### config.mk
export PLATFORM = sky130hd
export DESIGN_NAME = csr_file
export DESIGN_NICKNAME = d
export VERILOG_FILES = /design/src/rtl/csr_pkg.sv /design/src/rtl/csr_trap_regs.sv /design/src/rtl/csr_interrupt_ctrl.sv /design/src/rtl/csr_timer.sv /design/src/rtl/csr_scratch_regs.sv /design/src/rtl/csr_file.sv
export SDC_FILE = /design/constraint.sdc
export NUM_CORES = 1
export LEC_CHECK = 0
export ABC_CLOCK_PERIOD_IN_PS = 6400
export CAP_MARGIN = 20
export CORE_ASPECT_RATIO = 1.25
export CORE_UTILIZATION = 55
export CTS_CLUSTER_DIAMETER = 60
export DETAILED_ROUTE_END_ITERATION = 10
export DONT_BUFFER_PORTS = 1
export PLACE_DENSITY = 0.7
export SYNTH_ARGS = -nofsm -noshare
export SYNTH_HDL_FRONTEND = slang
export SYNTH_SLANG_ARGS = --single-unit
### constraint.sdc
create_clock -name clk -period 6.4 [get_ports clk]
set_input_delay 0.32 -clock clk [delete_from_list [all_inputs] [get_ports clk]]
set_output_delay 0.32 -clock clk [all_outputs]
set_load 0.02 [all_outputs]
### src/rtl/csr_pkg.sv
`default_nettype none

package csr_pkg;

    typedef logic [31:0] word_t;
    typedef logic [13:0] csr_num_t;
    typedef logic [1:0]  plv_t;
    typedef logic [5:0]  ecode_t;
    typedef logic [8:0]  esubcode_t;

    localparam int INT_BITS = 13;
    typedef logic [INT_BITS-1:0] int_vec_t;

    typedef struct packed {
        logic     we;
        csr_num_t num;
        word_t    wmask;
        word_t    wvalue;
    } csr_write_t;

    typedef struct packed {
        logic      ex;
        logic      ertn;
        ecode_t    ecode;
        esubcode_t esubcode;
        word_t     vaddr;
        word_t     pc;
    } trap_event_t;

    // architectural CSR numbers
    localparam csr_num_t CSR_CRMD   = 14'h000;
    localparam csr_num_t CSR_PRMD   = 14'h001;
    localparam csr_num_t CSR_ECFG   = 14'h004;
    localparam csr_num_t CSR_ESTAT  = 14'h005;
    localparam csr_num_t CSR_ERA    = 14'h006;
    localparam csr_num_t CSR_BADV   = 14'h007;
    localparam csr_num_t CSR_EENTRY = 14'h00c;
    localparam csr_num_t CSR_SAVE0  = 14'h030;
    localparam csr_num_t CSR_SAVE1  = 14'h031;
    localparam csr_num_t CSR_SAVE2  = 14'h032;
    localparam csr_num_t CSR_SAVE3  = 14'h033;
    localparam csr_num_t CSR_TID    = 14'h040;
    localparam csr_num_t CSR_TCFG   = 14'h041;
    localparam csr_num_t CSR_TVAL   = 14'h042;
    localparam csr_num_t CSR_TICLR  = 14'h044;

    // field positions
    localparam int CRMD_PLV_LSB       = 0;
    localparam int CRMD_IE_BIT        = 2;
    localparam int CRMD_DA_BIT        = 3;
    localparam int PRMD_PPLV_LSB      = 0;
    localparam int PRMD_PIE_BIT       = 2;
    localparam int ESTAT_ECODE_LSB    = 16;
    localparam int ESTAT_ESUBCODE_LSB = 22;
    localparam int EENTRY_VA_LSB      = 6;
    localparam int TCFG_EN_BIT        = 0;
    localparam int TCFG_PERIODIC_BIT  = 1;
    localparam int TCFG_INITVAL_LSB   = 2;
    localparam int TICLR_CLR_BIT      = 0;

    localparam ecode_t    ECODE_ADE     = 6'h08;
    localparam ecode_t    ECODE_ALE     = 6'h09;
    localparam esubcode_t ESUBCODE_ADEF = 9'h000;

    // bit 10 reserved in ECFG.LIE
    localparam int_vec_t LIE_WRITABLE  = 13'h1bff;
    localparam int       TIMER_INT_BIT = 11;

    function automatic word_t csr_merge(word_t old_value, word_t mask, word_t value);
        return (mask & value) | (~mask & old_value);
    endfunction

endpackage

`default_nettype wire

### src/rtl/csr_trap_regs.sv
`timescale 1ns/1ns
`default_nettype none

module csr_trap_regs (
    input  logic                 clk,
    input  logic                 reset,
    input  csr_pkg::csr_write_t  csr_wr,
    input  csr_pkg::csr_write_t  csr_rd,
    input  csr_pkg::trap_event_t trap,
    output logic                 crmd_ie,
    output csr_pkg::word_t       ex_entry,
    output csr_pkg::word_t       ertn_entry,
    output csr_pkg::word_t       rdata
);
    import csr_pkg::*;

    plv_t                    crmd_plv;
    plv_t                    prmd_pplv;
    logic                    prmd_pie;
    word_t                   era;
    logic [31:EENTRY_VA_LSB] eentry_va;
    ecode_t                  estat_ecode;
    esubcode_t               estat_esubcode;
    word_t                   badv;

    word_t crmd_data;
    word_t prmd_data;
    word_t estat_data;
    word_t eentry_data;
    word_t crmd_next;
    word_t prmd_next;
    word_t era_next;
    word_t eentry_next;
    logic  addr_err;

    // DA reads as 1 with translation gone
    always_comb begin
        crmd_data = '0;
        crmd_data[CRMD_PLV_LSB +: 2] = crmd_plv;
        crmd_data[CRMD_IE_BIT] = crmd_ie;
        crmd_data[CRMD_DA_BIT] = 1'b1;
        prmd_data = '0;
        prmd_data[PRMD_PPLV_LSB +: 2] = prmd_pplv;
        prmd_data[PRMD_PIE_BIT] = prmd_pie;
        estat_data = '0;
        estat_data[ESTAT_ECODE_LSB +: 6] = estat_ecode;
        estat_data[ESTAT_ESUBCODE_LSB +: 9] = estat_esubcode;
        eentry_data = '0;
        eentry_data[31:EENTRY_VA_LSB] = eentry_va;
    end

    assign crmd_next   = csr_merge(crmd_data, csr_wr.wmask, csr_wr.wvalue);
    assign prmd_next   = csr_merge(prmd_data, csr_wr.wmask, csr_wr.wvalue);
    assign era_next    = csr_merge(era, csr_wr.wmask, csr_wr.wvalue);
    assign eentry_next = csr_merge(eentry_data, csr_wr.wmask, csr_wr.wvalue);

    assign addr_err = (trap.ecode == ECODE_ADE) || (trap.ecode == ECODE_ALE);

    always_ff @(posedge clk) begin
        if (reset) begin
            crmd_plv <= '0;
            crmd_ie  <= 1'b0;
        end else if (trap.ex) begin
            crmd_plv <= '0;
            crmd_ie  <= 1'b0;
        end else if (trap.ertn) begin
            crmd_plv <= prmd_pplv;
            crmd_ie  <= prmd_pie;
        end else if (csr_wr.we && csr_wr.num == CSR_CRMD) begin
            crmd_plv <= crmd_next[CRMD_PLV_LSB +: 2];
            crmd_ie  <= crmd_next[CRMD_IE_BIT];
        end
    end

    always_ff @(posedge clk) begin
        if (trap.ex) begin
            prmd_pplv      <= crmd_plv;
            prmd_pie       <= crmd_ie;
            era            <= trap.pc;
            estat_ecode    <= trap.ecode;
            estat_esubcode <= trap.esubcode;
        end else begin
            if (csr_wr.we && csr_wr.num == CSR_PRMD) begin
                prmd_pplv <= prmd_next[PRMD_PPLV_LSB +: 2];
                prmd_pie  <= prmd_next[PRMD_PIE_BIT];
            end
            if (csr_wr.we && csr_wr.num == CSR_ERA) begin
                era <= era_next;
            end
        end
        if (csr_wr.we && csr_wr.num == CSR_EENTRY) begin
            eentry_va <= eentry_next[31:EENTRY_VA_LSB];
        end
        // fetch faults report the pc itself
        if (trap.ex && addr_err) begin
            if (trap.ecode == ECODE_ADE && trap.esubcode == ESUBCODE_ADEF) begin
                badv <= trap.pc;
            end else begin
                badv <= trap.vaddr;
            end
        end
    end

    assign ex_entry   = eentry_data;
    assign ertn_entry = era;

    always_comb begin
        case (csr_rd.num)
            CSR_CRMD:   rdata = crmd_data;
            CSR_PRMD:   rdata = prmd_data;
            CSR_ESTAT:  rdata = estat_data;
            CSR_ERA:    rdata = era;
            CSR_BADV:   rdata = badv;
            CSR_EENTRY: rdata = eentry_data;
            default:    rdata = '0;
        endcase
    end

endmodule

`default_nettype wire

### src/rtl/csr_interrupt_ctrl.sv
`timescale 1ns/1ns
`default_nettype none

module csr_interrupt_ctrl (
    input  logic                clk,
    input  logic                reset,
    input  csr_pkg::csr_write_t csr_wr,
    input  csr_pkg::csr_write_t csr_rd,
    input  logic                crmd_ie,
    input  logic                timer_int,
    output logic                has_int,
    output csr_pkg::word_t      rdata
);
    import csr_pkg::*;

    int_vec_t   lie;
    logic [1:0] swi;
    int_vec_t   is_vec;
    word_t      ecfg_next;
    word_t      estat_next;

    // hardware and inter-core lines read as zero
    always_comb begin
        is_vec = '0;
        is_vec[1:0] = swi;
        is_vec[TIMER_INT_BIT] = timer_int;
    end

    assign ecfg_next  = csr_merge(word_t'(lie), csr_wr.wmask, csr_wr.wvalue);
    assign estat_next = csr_merge(word_t'(is_vec), csr_wr.wmask, csr_wr.wvalue);

    always_ff @(posedge clk) begin
        if (reset) begin
            lie <= '0;
            swi <= '0;
        end else begin
            if (csr_wr.we && csr_wr.num == CSR_ECFG) begin
                lie <= ecfg_next[INT_BITS-1:0] & LIE_WRITABLE;
            end
            // only the software bits of ESTAT are writable
            if (csr_wr.we && csr_wr.num == CSR_ESTAT) begin
                swi <= estat_next[1:0];
            end
        end
    end

    assign has_int = (|(is_vec[TIMER_INT_BIT:0] & lie[TIMER_INT_BIT:0])) & crmd_ie;

    always_comb begin
        case (csr_rd.num)
            CSR_ECFG:  rdata = word_t'(lie);
            CSR_ESTAT: rdata = word_t'(is_vec);
            default:   rdata = '0;
        endcase
    end

endmodule

`default_nettype wire

### src/rtl/csr_timer.sv
`timescale 1ns/1ns
`default_nettype none

module csr_timer #(
    parameter int TIMER_BITS = 32
) (
    input  logic                clk,
    input  logic                reset,
    input  csr_pkg::csr_write_t csr_wr,
    input  csr_pkg::csr_write_t csr_rd,
    output logic                timer_int,
    output csr_pkg::word_t      rdata
);
    import csr_pkg::*;

    word_t                 tid;
    logic                  tcfg_en;
    logic                  tcfg_periodic;
    logic [TIMER_BITS-3:0] tcfg_initval;
    logic [TIMER_BITS-1:0] timer_cnt;

    logic [TIMER_BITS-1:0] tcfg_q;
    logic [TIMER_BITS-1:0] tcfg_next;
    word_t                 tcfg_merged;
    word_t                 tid_next;
    logic                  wr_tcfg;
    logic                  ticlr;

    assign tcfg_q      = {tcfg_initval, tcfg_periodic, tcfg_en};
    assign tcfg_merged = csr_merge(word_t'(tcfg_q), csr_wr.wmask, csr_wr.wvalue);
    assign tcfg_next   = tcfg_merged[TIMER_BITS-1:0];
    assign tid_next    = csr_merge(tid, csr_wr.wmask, csr_wr.wvalue);

    assign wr_tcfg = csr_wr.we && csr_wr.num == CSR_TCFG;
    assign ticlr   = csr_wr.we && csr_wr.num == CSR_TICLR
                     && csr_wr.wmask[TICLR_CLR_BIT] && csr_wr.wvalue[TICLR_CLR_BIT];

    always_ff @(posedge clk) begin
        if (reset) begin
            tid     <= '0;
            tcfg_en <= 1'b0;
        end else begin
            if (csr_wr.we && csr_wr.num == CSR_TID) begin
                tid <= tid_next;
            end
            if (wr_tcfg) begin
                tcfg_en <= tcfg_next[TCFG_EN_BIT];
            end
        end
    end

    always_ff @(posedge clk) begin
        if (wr_tcfg) begin
            tcfg_periodic <= tcfg_next[TCFG_PERIODIC_BIT];
            tcfg_initval  <= tcfg_next[TIMER_BITS-1:TCFG_INITVAL_LSB];
        end
    end

    // all ones means stopped
    always_ff @(posedge clk) begin
        if (reset) begin
            timer_cnt <= '1;
        end else if (wr_tcfg && tcfg_next[TCFG_EN_BIT]) begin
            timer_cnt <= {tcfg_next[TIMER_BITS-1:TCFG_INITVAL_LSB], 2'b00};
        end else if (tcfg_en && timer_cnt != '1) begin
            if (timer_cnt == '0 && tcfg_periodic) begin
                timer_cnt <= {tcfg_initval, 2'b00};
            end else begin
                timer_cnt <= timer_cnt - 1'b1;
            end
        end
    end

    // set beats clear
    always_ff @(posedge clk) begin
        if (reset) begin
            timer_int <= 1'b0;
        end else if (timer_cnt == '0) begin
            timer_int <= 1'b1;
        end else if (ticlr) begin
            timer_int <= 1'b0;
        end
    end

    always_comb begin
        case (csr_rd.num)
            CSR_TID:  rdata = tid;
            CSR_TCFG: rdata = word_t'(tcfg_q);
            CSR_TVAL: rdata = word_t'(timer_cnt);
            default:  rdata = '0;
        endcase
    end

endmodule

`default_nettype wire

### src/rtl/csr_scratch_regs.sv
`timescale 1ns/1ns
`default_nettype none

module csr_scratch_regs (
    input  logic                clk,
    input  csr_pkg::csr_write_t csr_wr,
    input  csr_pkg::csr_write_t csr_rd,
    output csr_pkg::word_t      rdata
);
    import csr_pkg::*;

    localparam int NUM_SAVE = 4;

    word_t save_q [NUM_SAVE];

    // SAVE0..SAVE3 are consecutive numbers
    always_ff @(posedge clk) begin
        for (int i = 0; i < NUM_SAVE; i++) begin
            if (csr_wr.we && csr_wr.num == csr_num_t'(CSR_SAVE0 + i)) begin
                save_q[i] <= csr_merge(save_q[i], csr_wr.wmask, csr_wr.wvalue);
            end
        end
    end

    always_comb begin
        rdata = '0;
        for (int i = 0; i < NUM_SAVE; i++) begin
            if (csr_rd.num == csr_num_t'(CSR_SAVE0 + i)) begin
                rdata = save_q[i];
            end
        end
    end

endmodule

`default_nettype wire

### src/rtl/csr_file.sv
`timescale 1ns/1ns
`default_nettype none

module csr_file #(
    parameter int TIMER_BITS = 32
) (
    input  logic                 clk,
    input  logic                 reset,
    input  csr_pkg::csr_write_t  csr_wr,
    input  csr_pkg::trap_event_t trap,
    input  csr_pkg::csr_num_t    rd_num,
    output csr_pkg::word_t       csr_rvalue,
    output csr_pkg::word_t       ex_entry,
    output csr_pkg::word_t       ertn_entry,
    output logic                 has_int
);
    import csr_pkg::*;

    csr_write_t csr_rd;
    logic       crmd_ie;
    logic       timer_int;
    word_t      trap_rdata;
    word_t      int_rdata;
    word_t      timer_rdata;
    word_t      scratch_rdata;

    // read decode runs off rd_num
    always_comb begin
        csr_rd = csr_wr;
        csr_rd.num = rd_num;
    end

    csr_trap_regs u_trap_regs (
        .clk        (clk),
        .reset      (reset),
        .csr_wr     (csr_wr),
        .csr_rd     (csr_rd),
        .trap       (trap),
        .crmd_ie    (crmd_ie),
        .ex_entry   (ex_entry),
        .ertn_entry (ertn_entry),
        .rdata      (trap_rdata)
    );

    csr_interrupt_ctrl u_interrupt_ctrl (
        .clk       (clk),
        .reset     (reset),
        .csr_wr    (csr_wr),
        .csr_rd    (csr_rd),
        .crmd_ie   (crmd_ie),
        .timer_int (timer_int),
        .has_int   (has_int),
        .rdata     (int_rdata)
    );

    csr_timer #(
        .TIMER_BITS (TIMER_BITS)
    ) u_timer (
        .clk       (clk),
        .reset     (reset),
        .csr_wr    (csr_wr),
        .csr_rd    (csr_rd),
        .timer_int (timer_int),
        .rdata     (timer_rdata)
    );

    csr_scratch_regs u_scratch_regs (
        .clk    (clk),
        .csr_wr (csr_wr),
        .csr_rd (csr_rd),
        .rdata  (scratch_rdata)
    );

    // each group drives zero when the number is not its own
    assign csr_rvalue = trap_rdata | int_rdata | timer_rdata | scratch_rdata;

endmodule

`default_nettype wire

==> results by group <==
Outcome
  • Status: finished, final reports clean

Finish
  • Core Util, Final: 0.6674
  • Commonest non-fill, non-tap cells in the layout: edfxtp_1, nand2_1, dlygate4sd3_1
  • Design area: ~21000 um^2
  • Area Overhead vs Synth: 19.60%
  • Post-Layout Cell Count: around 2200
  • FILL cells: around 2400
  • Nets: roughly 2000
  • Share of layout cells above drive strength 1: 0.09211
  • Antenna cells: 0
  • Commonest non-fill, non-tap cell in the layout: edfxtp_1

GRT
  • First-pass GRT wire length: about 96000 um
  • Initial antenna violation count: 2
  • Congestion Overflow GR: 0
  • Number of global-route vias before repair: 15790
  • Largest net degree at the start of global routing: 84
  • Gr usage total: 0.3958

Yosys
  • Fraction of registers with async set/reset: 0
  • Dominant cell type by area after synthesis: edfxtp_1
  • Library cells used by synthesis: 67
  • #FFs+latches synth: 350
  • Warnings from Yosys: 0
  • Cells after synthesis: 1699
  • Mapped cell area: roughly 18000 um^2
  • Post-synth EDFFs: 267
  • Area contributors post-synth: edfxtp_1, dfxtp_1, and2_1
  • Syn Area/Cell: 10.41 um^2
  • Top cell type's share of synthesized area: 0.4533
  • Post-synth top flop: edfxtp_1
  • Sequential area share after synthesis: 0.5473

Route
  • Drt first pass iters: 8
  • DRC: 0
  • Avg Vias per Cell: 6.889
  • DRT antenna net count: 0
  • Routed WL per cell: 28.99 um
  • Via count: 15404
  • Initial DRC Count: 2098
  • WL final: 64820 um

Setup path
  • R2R depth: 6
  • Worst EP arrival: between 3 and 4 ns
  • CP startpoint: rd_num[9]
  • Worst R2R End: u_timer.timer_cnt[19]$_SDFFE_PP1P_
  • Worst Path Max Fanout: 25
  • Setup slack, reg-to-reg: approximately 3.3 ns
  • CP Class: input port to primary output
  • CP required: just over 6 ns
  • Critical R2R Launch: u_timer.timer_cnt[3]$_SDFFE_PP1P_
  • CP Launch Type: input port
  • Crit end category: primary output

Hold path
  • Hold EP: u_trap_regs.badv[8]$_DFFE_PP_
  • HP Class: input port to flop
  • Hold path startpoint: trap[40]
  • Hold Path Stages: 1

Timing
  • Actual slew at the worst max-slew pin: 1.145 ns
  • Setup_tns: 0 ns
  • Slew margin rel.: 0.2339
  • Min Clock Period, post-route: between 3 and 4 ns
  • Fin crit share: 0.5276
  • RSZ-0062 raised after global routing: false
  • Peak Freq: between 200 and 300 MHz
  • Hold Slack: 0.007930 ns
  • Final setup violating endpoints: 0
  • Slew Limit Fails: 0
  • Clock Skew: roughly 0.016 ns
  • Final hold violations: 0

Floorplan
  • Core Rows: 73
  • Die Height: between 200 and 250 um
  • Die width: ~160 um
  • Core area: roughly 32000 um^2
  • Die Footprint: roughly 33000 um^2
  • Io pins: around 270
  • Initial core utilization: 0.5581

CTS
  • CTS Sinks: between 300 and 400
  • CTS buffer count: 37
  • Worst skew pair latency: approximately 0.55 ns
  • # resized after CTS: 0
  • Worst-path clk slew: about 0.060 ns
  • Max clock buf depth: 3
  • CTS tree: yes
  • Root Driver: clkbuf_16
  • H-tree levels: 2

Placement
  • PortBufs: 0
  • Final HPWL DP: about 38000 um
  • Dpl cells: between 1500 and 2000
  • Routability cong.: around 0.9
  • Post-DP Area: 17860 um^2

Power and ir drop
  • Leak: between 7 and 8 nW
  • PwrDens: about 240 nW/um^2
  • Peak supply drop: roughly 230 uV

Flow run
  • Max_cap viols: 0
-- cell families after synthesis --
| logic type | Yosys count | share of synthesized area |
|---|---|---|
| xor gates and xnor gates | 24 | 0.01188 |
| other | 1 | 0.0002120 |
| adders and majority gates | 3 | 0.002122 |
| DFF | 350 | 0.5473 |
| AOI/OAI and AO/OA | 413 | 0.1597 |
| buffers and inverters | 203 | 0.04683 |
| muxes | 68 | 0.04096 |
| and+or+nand+nor | 637 | 0.1911 |
-- per-stage QoR --
step	total power [mW]	setup slack, ns
6_report	5.166	3.023
5_1_grt	5.260	3.057
4_1_cts	5.156	2.740
3_5_place_dp	2.680	2.739
3_3_place_gp	2.677	2.804
2_1_floorplan	2.681	3.585
-- synth_stat cells, drive strengths merged (34+ instances only) --
cell type	instances
inv	37
and3	35
nand2	215
mux2	35
edfxtp	267
and2	135
dfxtp	83
a21oi	51
a21o	35
a22oi	66
o21ai	136
nor2	59
a222oi	41
clkbuf	132
buf	34
nand3	67
-- worst max path at each step --
stage / cells after the start / endpoint
final: 6 / csr_rvalue[29]
after global routing: 6 / csr_rvalue[29]
after CTS: 6 / csr_rvalue[30]
after detailed placement: 6 / csr_rvalue[30]
after global placement: 6 / csr_rvalue[30]
after floorplan: 4 / flop
-- where the power goes --
part	internal (mW)	leakage [nW]	switching [mW]
clock network	1.46	0.677	0.939
logic	0.108	3.71	0.136
registers	2.48	3.11	0.0449
-- timing repair --
action                                 in CTS  in global routing
setup buffers                               0                  0
endpoints found under the hold margin     439                  0
hold buffers                              188                  0
-- layout make-up --
cell class,count,area (um^2),share of cell area
Timing Repair Buffer,218,2166,0.1024
Clock buffer,47,1097,0.05187
Inverter,37,138.9,0.006565
Sequential cell,350,9679,0.4576
Tap cell,412,515.5,0.02437
Multi-Input combinational cell,1151,7292,0.3447
Clock inverter,21,265.3,0.01254
-- critical path: stages --
cell      delay, ns
nor4_2         0.51
and2_1         0.22
buf_4          0.43
and3_1         0.97
a222oi_1       0.30
nand3_1        0.30
-- routing by layer --
metal  track usage  part of all wire  wire length [um]
met5             0                 0                 0
met4        0.2389             0.061              3935
met3       0.09540              0.12              7546
met2        0.6503              0.48             31050
met1        0.4680              0.34             22290
Note: power is estimated with default switching activity, not from simulation.
